### config.mk
export PLATFORM = sky130hd
export DESIGN_NAME = exec_top
export DESIGN_NICKNAME = d
export VERILOG_FILES = /design/src/hw/exec_pkg.sv /design/src/hw/exec_state.sv /design/src/hw/exec_top.sv /design/src/hw/serial_alu.sv /design/src/hw/serial_rf.sv /design/src/hw/shift_buf.sv
export VERILOG_INCLUDE_DIRS = /design/src /design/src/hw
export SDC_FILE = /design/constraint.sdc
export NUM_CORES = 1
export LEC_CHECK = 0
export BUFFER_PORTS_ARGS = -buffer_cell sky130_fd_sc_hd__buf_4
export CAP_MARGIN = 20
export CORE_MARGIN = 2
export CORE_UTILIZATION = 40
export DETAILED_ROUTE_END_ITERATION = 10
export PLACE_DENSITY = 0.65
export SYNTH_ARGS = -nofsm -noshare
export SYNTH_HDL_FRONTEND = slang
export SYNTH_SLANG_ARGS = --single-unit
### constraint.sdc
create_clock -name i_clk -period 3.6 [get_ports i_clk]
set_input_delay 0.36 -clock i_clk [delete_from_list [all_inputs] [get_ports i_clk]]
set_output_delay 0.36 -clock i_clk [all_outputs]
set_load 0.05 [all_outputs]
### src/hw/exec_consts.svh
`ifndef EXEC_CONSTS_SVH
`define EXEC_CONSTS_SVH

// Width of an architectural register and of every operand word
`define EXEC_XLEN 32

// Number of registers in the serial register file
`define EXEC_NREGS 8

// Width of the bit position counter
// One pass walks all EXEC_XLEN bit positions
`define EXEC_CNT_W 5

`endif

### src/hw/exec_pkg.sv
`include "exec_consts.svh"

package exec_pkg;

   typedef logic [$clog2(`EXEC_NREGS)-1:0] reg_idx_t;
   typedef logic [`EXEC_XLEN-1:0]          word_t;
   typedef logic [`EXEC_CNT_W-1:0]         cnt_t;

   // Decoded operations accepted on the command channel
   typedef enum logic [3:0] {
      OP_ADD, OP_SUB, OP_AND, OP_OR, OP_XOR,
      OP_SLT, OP_SLTU, OP_SLL, OP_SRL, OP_SRA,
      OP_ECALL
   } op_e;

   // Pass sequencer states
   typedef enum logic [1:0] {
      ST_IDLE, ST_INIT, ST_RUN, ST_TRAP
   } state_e;

   typedef enum logic {
      CAUSE_IRQ, CAUSE_ECALL
   } cause_e;

   typedef struct packed {
      op_e      op;
      reg_idx_t rd;
      reg_idx_t rs1;
      reg_idx_t rs2;
      logic     use_imm;
      word_t    imm;
   } cmd_t;

   // The rd field names the destination of the command that was discarded
   typedef struct packed {
      logic     valid;
      cause_e   cause;
      reg_idx_t rd;
   } trap_t;

endpackage

### src/hw/exec_state.sv
`timescale 1ns/10ps
`include "exec_consts.svh"

module exec_state (
   input  logic            i_clk,
   input  logic            i_rst,
   input  exec_pkg::cmd_t  i_cmd,
   input  logic            i_cmd_valid,
   output logic            o_cmd_ready,
   input  logic            i_irq,
   input  logic            i_rf_ready,
   output logic            o_rf_rreq,
   output exec_pkg::cmd_t  o_cmd_q,
   output logic            o_init,
   output logic            o_cnt_en,
   output exec_pkg::cnt_t  o_cnt,
   output logic            o_rf_wen,
   output logic            o_shamt_en,
   input  logic            i_lt,
   output logic            o_slt_bit,
   output logic            o_done,
   output exec_pkg::trap_t o_trap
);
   import exec_pkg::*;

   localparam int SHAMT_W = $clog2(`EXEC_XLEN);

   state_e     state;
   logic [3:0] cnt_r;
   logic       cnt_done;
   logic       cmd_busy;
   logic       accept;
   logic       accept_q;
   logic       stage_two_req;
   logic       stage_two_pending;
   logic       two_stage_op;
   logic       irq_sync;
   logic       pending_irq;
   logic       trap_valid;

   assign o_cmd_ready = (state == ST_IDLE) & ~cmd_busy;
   assign accept      = i_cmd_valid & o_cmd_ready;

   assign o_cnt_en   = (state != ST_IDLE);
   assign o_init     = (state == ST_INIT);
   assign o_rf_wen   = (state == ST_RUN);
   assign o_shamt_en = o_init & (o_cnt < cnt_t'(SHAMT_W));

   // The register file is asked for operands after acceptance and again before stage two
   assign o_rf_rreq = accept_q | stage_two_req;

   // Compares and shifts need a first pass to gather their operand information
   assign two_stage_op = o_cmd_q.op inside {OP_SLT, OP_SLTU, OP_SLL, OP_SRL, OP_SRA};

   always_comb begin
      o_trap.valid = trap_valid;
      o_trap.cause = pending_irq ? CAUSE_IRQ : CAUSE_ECALL;
      o_trap.rd    = o_cmd_q.rd;
   end

   always_ff @(posedge i_clk) begin
      if (accept) begin
         o_cmd_q <= i_cmd;
      end
   end

   always_ff @(posedge i_clk) begin
      if (i_rst) begin
         state             <= ST_IDLE;
         o_cnt             <= '0;
         cnt_r             <= 4'b0001;
         cnt_done          <= 1'b0;
         cmd_busy          <= 1'b0;
         accept_q          <= 1'b0;
         stage_two_req     <= 1'b0;
         stage_two_pending <= 1'b0;
         irq_sync          <= 1'b0;
         pending_irq       <= 1'b0;
         o_slt_bit         <= 1'b0;
         o_done            <= 1'b0;
         trap_valid        <= 1'b0;
      end else begin
         accept_q <= accept;

         o_cnt <= o_cnt + cnt_t'(o_cnt_en);
         if (o_cnt_en) begin
            cnt_r <= {cnt_r[2:0], cnt_r[3]};
         end
         // Raised one cycle early so it is high during the last bit position
         cnt_done <= (&o_cnt[`EXEC_CNT_W-1:2]) & cnt_r[2];

         // Strobe for the first IDLE cycle after an INIT pass
         stage_two_req <= cnt_done & o_init;
         if (o_cnt_en) begin
            stage_two_pending <= o_init;
         end

         o_done     <= cnt_done & (state == ST_RUN);
         trap_valid <= cnt_done & (state == ST_TRAP);

         if (cnt_done & o_init) begin
            o_slt_bit <= i_lt;
         end

         if (accept) begin
            cmd_busy <= 1'b1;
         end else if (cnt_done & ~o_init) begin
            cmd_busy <= 1'b0;
         end

         // A request seen on the acceptance edge stays latched for the next command
         if (accept) begin
            pending_irq <= irq_sync;
            irq_sync    <= 1'b0;
         end
         if (i_irq) begin
            irq_sync <= 1'b1;
         end

         if (i_rf_ready & ~o_cnt_en) begin
            if (pending_irq | (o_cmd_q.op == OP_ECALL)) begin
               state <= ST_TRAP;
            end else if (two_stage_op & ~stage_two_pending) begin
               state <= ST_INIT;
            end else begin
               state <= ST_RUN;
            end
         end
         if (cnt_done) begin
            state <= ST_IDLE;
         end
      end
   end

endmodule

### src/hw/exec_top.sv
`timescale 1ns/10ps

module exec_top (
   input  logic               i_clk,
   input  logic               i_rst,
   input  exec_pkg::cmd_t     i_cmd,
   input  logic               i_cmd_valid,
   output logic               o_cmd_ready,
   input  logic               i_irq,
   output logic               o_done,
   output exec_pkg::trap_t    o_trap,
   input  exec_pkg::reg_idx_t i_host_addr,
   output exec_pkg::word_t    o_host_data
);
   import exec_pkg::*;

   cmd_t cmd_q;
   cnt_t cnt;
   logic rf_rreq;
   logic rf_ready;
   logic init;
   logic cnt_en;
   logic rf_wen;
   logic shamt_en;
   logic lt;
   logic slt_bit;
   logic rs1_bit;
   logic rs2_bit;
   logic b_bit;
   logic alu_bit;
   logic sh_bit;
   logic wbit;

   // Second operand comes from rs2 or from the held immediate
   assign b_bit = cmd_q.use_imm ? cmd_q.imm[cnt] : rs2_bit;

   always_comb begin
      case (cmd_q.op)
         OP_SLL, OP_SRL, OP_SRA: wbit = sh_bit;
         // Only bit 0 of a compare result can be set
         OP_SLT, OP_SLTU:        wbit = (cnt == '0) ? slt_bit : 1'b0;
         default:                wbit = alu_bit;
      endcase
   end

   exec_state u_state (
      .i_clk       (i_clk),
      .i_rst       (i_rst),
      .i_cmd       (i_cmd),
      .i_cmd_valid (i_cmd_valid),
      .o_cmd_ready (o_cmd_ready),
      .i_irq       (i_irq),
      .i_rf_ready  (rf_ready),
      .o_rf_rreq   (rf_rreq),
      .o_cmd_q     (cmd_q),
      .o_init      (init),
      .o_cnt_en    (cnt_en),
      .o_cnt       (cnt),
      .o_rf_wen    (rf_wen),
      .o_shamt_en  (shamt_en),
      .i_lt        (lt),
      .o_slt_bit   (slt_bit),
      .o_done      (o_done),
      .o_trap      (o_trap)
   );

   serial_rf u_rf (
      .i_clk       (i_clk),
      .i_rst       (i_rst),
      .i_rreq      (rf_rreq),
      .o_ready     (rf_ready),
      .i_rs1       (cmd_q.rs1),
      .i_rs2       (cmd_q.rs2),
      .i_rd        (cmd_q.rd),
      .i_cnt       (cnt),
      .i_wen       (rf_wen),
      .i_wbit      (wbit),
      .o_rs1_bit   (rs1_bit),
      .o_rs2_bit   (rs2_bit),
      .i_host_addr (i_host_addr),
      .o_host_data (o_host_data)
   );

   serial_alu u_alu (
      .i_clk    (i_clk),
      .i_rst    (i_rst),
      .i_op     (cmd_q.op),
      .i_cnt_en (cnt_en),
      .i_init   (init),
      .i_cnt    (cnt),
      .i_a      (rs1_bit),
      .i_b      (b_bit),
      .o_bit    (alu_bit),
      .o_lt     (lt)
   );

   shift_buf u_shift (
      .i_clk      (i_clk),
      .i_rst      (i_rst),
      .i_op       (cmd_q.op),
      .i_init     (init),
      .i_cnt_en   (cnt_en),
      .i_shamt_en (shamt_en),
      .i_cnt      (cnt),
      .i_a        (rs1_bit),
      .i_b        (b_bit),
      .o_bit      (sh_bit)
   );

endmodule

### src/hw/serial_alu.sv
`timescale 1ns/10ps
`include "exec_consts.svh"

module serial_alu (
   input  logic           i_clk,
   input  logic           i_rst,
   input  exec_pkg::op_e  i_op,
   input  logic           i_cnt_en,
   input  logic           i_init,
   input  exec_pkg::cnt_t i_cnt,
   input  logic           i_a,
   input  logic           i_b,
   output logic           o_bit,
   output logic           o_lt
);
   import exec_pkg::*;

   logic is_sub;
   logic b_eff;
   logic carry_q;
   logic carry_in;
   logic carry_out;
   logic sum;
   logic last_bit;
   logic a_lt_b;

   // Compares are computed as a subtraction
   assign is_sub = (i_op == OP_SUB) | (i_op == OP_SLT) | (i_op == OP_SLTU);
   assign b_eff  = i_b ^ is_sub;

   // The carry is preset on bit 0 so that sub forms a + ~b + 1
   assign carry_in  = (i_cnt == '0) ? is_sub : carry_q;
   assign sum       = i_a ^ b_eff ^ carry_in;
   assign carry_out = (i_a & b_eff) | (carry_in & (i_a ^ b_eff));

   always_ff @(posedge i_clk) begin
      if (i_rst) begin
         carry_q <= 1'b0;
      end else if (i_cnt_en) begin
         carry_q <= carry_out;
      end
   end

   assign last_bit = (i_cnt == cnt_t'(`EXEC_XLEN - 1));

   // With differing signs the negative operand is the smaller one
   // Otherwise a missing final carry means a borrow
   assign a_lt_b = ((i_op == OP_SLT) & (i_a ^ i_b)) ? i_a : ~carry_out;
   assign o_lt   = i_init & last_bit & a_lt_b;

   always_comb begin
      case (i_op)
         OP_AND:  o_bit = i_a & i_b;
         OP_OR:   o_bit = i_a | i_b;
         OP_XOR:  o_bit = i_a ^ i_b;
         default: o_bit = sum;
      endcase
   end

endmodule

### src/hw/serial_rf.sv
`timescale 1ns/10ps
`include "exec_consts.svh"

module serial_rf (
   input  logic               i_clk,
   input  logic               i_rst,
   input  logic               i_rreq,
   output logic               o_ready,
   input  exec_pkg::reg_idx_t i_rs1,
   input  exec_pkg::reg_idx_t i_rs2,
   input  exec_pkg::reg_idx_t i_rd,
   input  exec_pkg::cnt_t     i_cnt,
   input  logic               i_wen,
   input  logic               i_wbit,
   output logic               o_rs1_bit,
   output logic               o_rs2_bit,
   input  exec_pkg::reg_idx_t i_host_addr,
   output exec_pkg::word_t    o_host_data
);
   import exec_pkg::*;

   word_t regs [`EXEC_NREGS];

   // Architectural state starts from zero so the host sees a clean file after reset
   always_ff @(posedge i_clk) begin
      if (i_rst) begin
         o_ready <= 1'b0;
         for (int i = 0; i < `EXEC_NREGS; i++) begin
            regs[i] <= '0;
         end
      end else begin
         o_ready <= i_rreq;
         // Register 0 is hardwired to zero
         if (i_wen && (i_rd != '0)) begin
            regs[i_rd][i_cnt] <= i_wbit;
         end
      end
   end

   // Operand bits stream out LSB first as the counter advances
   assign o_rs1_bit = regs[i_rs1][i_cnt];
   assign o_rs2_bit = regs[i_rs2][i_cnt];

   assign o_host_data = regs[i_host_addr];

endmodule

### src/hw/shift_buf.sv
`timescale 1ns/10ps
`include "exec_consts.svh"

module shift_buf (
   input  logic           i_clk,
   input  logic           i_rst,
   input  exec_pkg::op_e  i_op,
   input  logic           i_init,
   input  logic           i_cnt_en,
   input  logic           i_shamt_en,
   input  exec_pkg::cnt_t i_cnt,
   input  logic           i_a,
   input  logic           i_b,
   output logic           o_bit
);
   import exec_pkg::*;

   localparam int SHAMT_W = $clog2(`EXEC_XLEN);

   word_t              shreg;
   logic [SHAMT_W-1:0] shamt;
   logic [SHAMT_W:0]   src_up;
   logic               fill;

   // The rs1 word enters from the top during INIT and ends up in place after 32 cycles
   always_ff @(posedge i_clk) begin
      if (i_init & i_cnt_en) begin
         shreg <= {i_a, shreg[`EXEC_XLEN-1:1]};
      end
   end

   always_ff @(posedge i_clk) begin
      if (i_rst) begin
         shamt <= '0;
      end else if (i_shamt_en) begin
         shamt <= {i_b, shamt[SHAMT_W-1:1]};
      end
   end

   // Source position for right shifts with one extra bit to flag overrun
   assign src_up = {1'b0, i_cnt} + {1'b0, shamt};
   assign fill   = (i_op == OP_SRA) & shreg[`EXEC_XLEN-1];

   always_comb begin
      if (i_op == OP_SLL) begin
         o_bit = (i_cnt >= shamt) ? shreg[i_cnt - shamt] : 1'b0;
      end else begin
         o_bit = src_up[SHAMT_W] ? fill : shreg[src_up[SHAMT_W-1:0]];
      end
   end

endmodule

* Word level (Yosys, flattened, before mapping)
Memory sizes are Yosys's and may differ from the RTL's. A register that Yosys moved wholly into a read port is not among the register bits.
Cells that the tools add are included.
** Storage, ports and cells
- Register bits :: 106
- Bits in writable memories :: 256
- Input bits :: 53
- Output and inout port bits :: 39
- Logic and storage cells :: 132
- Memories :: 1
** Operators by class
- $add $sub $neg :: 3
- $lt $le $gt $ge :: 6
- Equal/unequal tests :: 14
- Mux-type cells :: 38
- Bitwise gates (word level) :: 33
- Reduce and logical (&&, ||, !) cells :: 14
** Memories
- u_rf.regs :: depth 8, bits a word 32, rd ports 3, clocked after Yosys merged registers in 2, write ports 8, RTL line serial_rf.sv:22 : word_t regs [`EXEC_NREGS];
** Operators by type and width (count)
- two-way mux 32 bit :: 3
- OR reduction 32 bit :: 1
- binary-select mux 1 bit (select 5 bit) :: 5
- two-way mux 1 bit :: 22
- bitwise AND 1 bit :: 18
- < comparator 5 x 6 -> 1 bit (second input constant) :: 3
- equality test 4 x 3 -> 1 bit (second input constant) :: 4
- equality test 4 bit (second input constant) :: 3
- two-way mux 3 bit :: 3
- equality test 4 x 2 -> 1 bit (second input constant) :: 2
- adder 5 x 5 -> 6 bit :: 1
- OR 1 bit :: 6
- nonzero test 2 bit :: 3
- adder 5 x 1 -> 5 bit :: 1
- demux 1 bit (select 5 bit) :: 1
- equality test 5 bit (second input constant) :: 1
- >= comparator 5 x 1 -> 1 bit (second input constant) :: 1
- >= comparator 5 bit :: 1
- zero test 5 bit :: 1
- < comparator 5 x 3 -> 1 bit (second input constant) :: 1
- inverter 1 bit :: 5
- nonzero test 5 bit :: 1
- subtractor 5 bit :: 1
- equality test 2 bit (second input constant) :: 2
- 12 further kinds :: 18

* Depth between registers and ports, before layout
- Depth in word-level cells :: 10
- Depth in mapped cells :: 22
- Gate-level depth less buffers :: 15

* Modules after synthesis
A second synthesis with hierarchy kept.
** Second synthesis, totals
- Cell total of the unflattened synthesis :: 2110
- Area, all modules :: 22430.3 um2
** By module, submodules not included
- serial_rf :: times used 1, cells an instance 1769, area an instance 17563.1 um2, sequential area each 7707.4 um2
- exec_state :: times used 1, cells an instance 143, area an instance 2258.4 um2, sequential area each 1801.7 um2
- shift_buf :: times used 1, cells an instance 134, area an instance 2006.9 um2, sequential area each 1061.0 um2
- exec_top :: times used 1, cells an instance 35, area an instance 365.4 um2, sequential area each 0.0 um2
- serial_alu :: times used 1, cells an instance 29, area an instance 236.5 um2, sequential area each 20.0 um2

* Worst setup path before layout
OpenSTA, ideal clock, no wires.
- Kind :: reg2reg
- Start point :: reg with a tool-made name
- End point :: mem u_rf.regs[1][10] (netlist name), data pin
- Setup time :: 0.256 ns
- Data arrival time :: 3.673 ns
- Data required time :: 3.344 ns
- Path slack :: -0.329 ns
- Stages on the path, launching flop included :: 22
- Buffers on the path :: 7
- Period minus slack after synthesis :: 3.929 ns
- Cell sequence :: dfxtp_1 > buf_6 > buf_6 > buf_4 > buf_2 > mux2i_1 > a22oi_1 > nand3_1 > nand4_1 > a211o_1 > o31ai_4 > xnor2_1 > xnor2_1 > ha_1 > o21ai_0 > a21oi_1 > nor2_1 > o211a_1 > buf_2 > buf_2 > buf_4 > nor3_2
** RTL lines (RTL line)
- end: declaration :: serial_rf.sv:22

==> results.md <==
* Die height at ~250 um
* Sw Share at just over 30%
* Worst Tran Pin Value at between 1000 and 1500 ps
* Synth Warn # at 0
* Number of synthesized flops with an enable pin at around 330
* Fillers at approximately 5000
* Row cnt at 89
* Outcome: finished, violations left
* Chip width at approximately 250 um
* Clock transition at path regs at roughly 60 ps
* Flop2flop setup slack at -740 ps
* Max IR drop VDD at 364 uV
* CP required at 3920 ps
* Gr usage total at 23.9%
* DR iter-0 viols at roughly 1900
* RSZ-0062 raised after global routing: yes
* Critical Path Start Type: flip-flop
* Synth Flop Type: edfxtp_1
* Final hold violations at 0
* GR Util met1 at 30.6%
* Final Cycle Share at 120%
* Final slew viol count at 0
* Post-route ant nets at 0
* FMAX at 231 MHz
* First-pass GRT wire length at about 120 mm
* Seq pwr share at 37.4%
* Largest area contributor in the netlist: edfxtp_1
* IO Port Bufs at between 90 and 100
* Hold path start: i_rst
* Mapped cell area at 24000 um^2
* Post-placement setup slack at -687 ps
* Hold endpoint: u_state.irq_sync
* Worst setup skew after layout at 16.3 ps
* Mapped Cells at 2141
* Grt met2 use at between 40% and 50%
* Area grow syn2layout at 28.5%
* Initial antenna violation count at 0
* Synth area leaders: edfxtp_1 42%, mux4_2 10%, mux2i_1 9.2%
* Worst skew pair latency at around 580 ps
* Seq/Total Area, Yosys at between 40 and 50%
* Most common cell after layout, fill and taps aside: buf_4
* Total Wirelength at 77.1 mm
* Max_slew headroom at 7.86%
* Leak Pwr at around 12 nW
* Seq cells post-synth at 368
* Total net switching power at approximately 4.1 mW
* Initial Util at approximately two fifths
* TritonCTS clock tree: built
* Gr busiest metal: met2
* Crit end category: flip-flop
* Remaining Overflow, GRT at 0
* Int Pwr at 9.24 mW
* Critical Path Fanout Max at 10
* Nets at 2564
* Failing checks: negative setup slack
* Grt met3 use at 3.22%
* IO Count at 92
* Routability cong. at just under 0.9
* Most frequent cells in the layout: 372 x buf_4, 334 x edfxtp_1, 273 x nand2_1
* Hold Path Cell Cnt at 2
* R2r worst-path depth at 16
* CORE AREA at 59200 um^2
* # Max-Cap Violations at 0
* Die footprint at between 60000 and 70000 um^2
* Share of cells above drive strength 1 at between 30% and 40%
* Final worst slack at -736 ps
* Vias in the first global route at between 15000 and 20000
* Synth top area share at around two fifths
* Routed wire length per instance at around 23 um
* Cell variety after synth at 64
* Synthesized area per cell at around 11 um^2
* Logic gate share of total power at a little under a third
* Post-layout power at roughly 13 mW
* H-Tree Depth at 2
* Routed vias/inst at between 5 and 6
* CTS Root Buffer Type: clkbuf_16
* Number of buffers created by CTS at ~40
* PwrDens at 433 nW/um^2
* CTS sink count at around 370
* Post-route DRC at 0
* Setup TNS at -148330 ps
* Worst EP arrival at roughly 4700 ps
* Hold crit path type: input pin to flip-flop
* First-pass DRT Iterations at 6
* Via count at a little under 20000
* Diode count at 0
* Ys async rst share at 0%
* Core Util, Final at roughly 52%
* Post-layout min period at approximately 4300 ps
* CTS max path bufs at 3
* R2r endpoint: u_rf.regs[4][26]
* HPWL after detailed placement at 49.3 mm
* Clk network pwr share at 31.4%
* Largest net degree at the start of global routing at 273
* Setup violations, final at about 220
* CP Class: flip-flop to flip-flop
## registers in the layout (all words and copies together) (netlist names), 2 cells and up, named ones only
register	cells
u_rf.regs	256
u_state.o_cmd_q	46
u_shift.shreg	32
u_shift.shamt	5
u_state.o_cnt	5
u_state.cnt_r	4
u_state.state	2
## logic make-up (layout without fill, tap and decap cells)
group                    Yosys count  after routing  synth area share [%]
AND/OR/NAND/NOR                  926            926                  21.2
multiplexers                     378            378                  21.7
flip-flops                       368            368                  44.6
buffers and inverters            256            608                  5.74
AO/OA/AOI/OAI                    183            183                  5.44
adder cells (fa/ha/maj)           16             16                 0.896
XOR/XNOR                          13             13                 0.474
other                              1             32                0.0156
## what timing repair did
| item | in CTS | in global routing |
|---|---|---|
| setup endpoints to repair | 224 | 224 |
| gates resized for setup | 39 | 79 |
| hold buffers | 47 | 0 |
| hold endpoints to repair | 47 | 0 |
| pin swaps | 24 | 47 |
| cloned | 10 | 15 |
| buffers inserted | 22 | 5 |
## how the worst max path moves through the flow
stage / startpoint / slack (ps) / to / depth (start not counted)
after floorplan: flip-flop / -260 / u_rf.regs[1][10] / 17
after global placement: flip-flop / -730 / u_rf.regs[4][19] / 17
after detailed placement: flip-flop / -690 / u_rf.regs[7][30] / 15
after CTS: flip-flop / -600 / u_rf.regs[4][13] / 18
after global routing: flip-flop / -800 / u_rf.regs[2][30] / 19
final: flip-flop / -740 / u_rf.regs[4][26] / 16
## metal layers
layer  share of wire, %  vias up  routed length, um
met5                  0        -                  0
met4                4.9        0               3800
met3                8.0      240               6160
met2                 48      995              37300
met1                 39     9750              29800
li1                   -     8614                  -
## power by group through the flow
stage | clock network [mW] | registers, mW | logic (mW)
global placement | 0 | 5.07 | 3.12
floorplan | 0 | 5.02 | 2.17
detailed placement | 0 | 5.08 | 3.17
CTS | 4.24 | 5.00 | 3.61
finish | 4.20 | 5.00 | 4.17
global route | 4.41 | 5.02 | 4.33
## cell type report
type | instances | area (um^2) | area share [%]
Sequential cell | 368 | 10700 | 34.7
Inverter | 27 | 101 | 0.328
Tap cell | 773 | 967 | 3.13
Clock buffer | 57 | 1140 | 3.69
Clock inverter | 15 | 159 | 0.515
Timing Repair Buffer | 509 | 5210 | 16.9
Multi-Input combinational cell | 1548 | 12600 | 40.7
## critical path, stage by stage, from the launching register on
cell	delay, ps
dfxtp_4	370
buf_12	130
mux4_2	490
mux2_4	300
a22oi_2	170
o211ai_1	230
a221o_1	420
o31ai_4	210
buf_4	170
ha_4	190
or3b_4	410
a21oi_4	160
o221a_4	250
buf_12	140
buf_12	130
bufbuf_16	280
nor3_2	40
## synth_stat cells (34+ instances only)
cell / instances
mux2_2: 47
a22oi_1: 106
edfxtp_1: 334
nand2b_1: 227
nor3_2: 100
nor2_1: 73
nand2_1: 273
mux4_2: 109
nor3_1: 135
dfxtp_1: 34
nand3_1: 60
mux2i_1: 222
clkbuf_1: 123
## through the flow
stage	instances	instance area, um^2	hold slack (ps)
after detailed placement	3127	27600	438
final	3297	30900	32.2
after global routing	3297	30900	28.5
after global placement	3127	27600	424
after floorplan	2172	24300	411
after CTS	3278	30000	8.75
No activity file was read; power rests on OpenSTA's default activity.
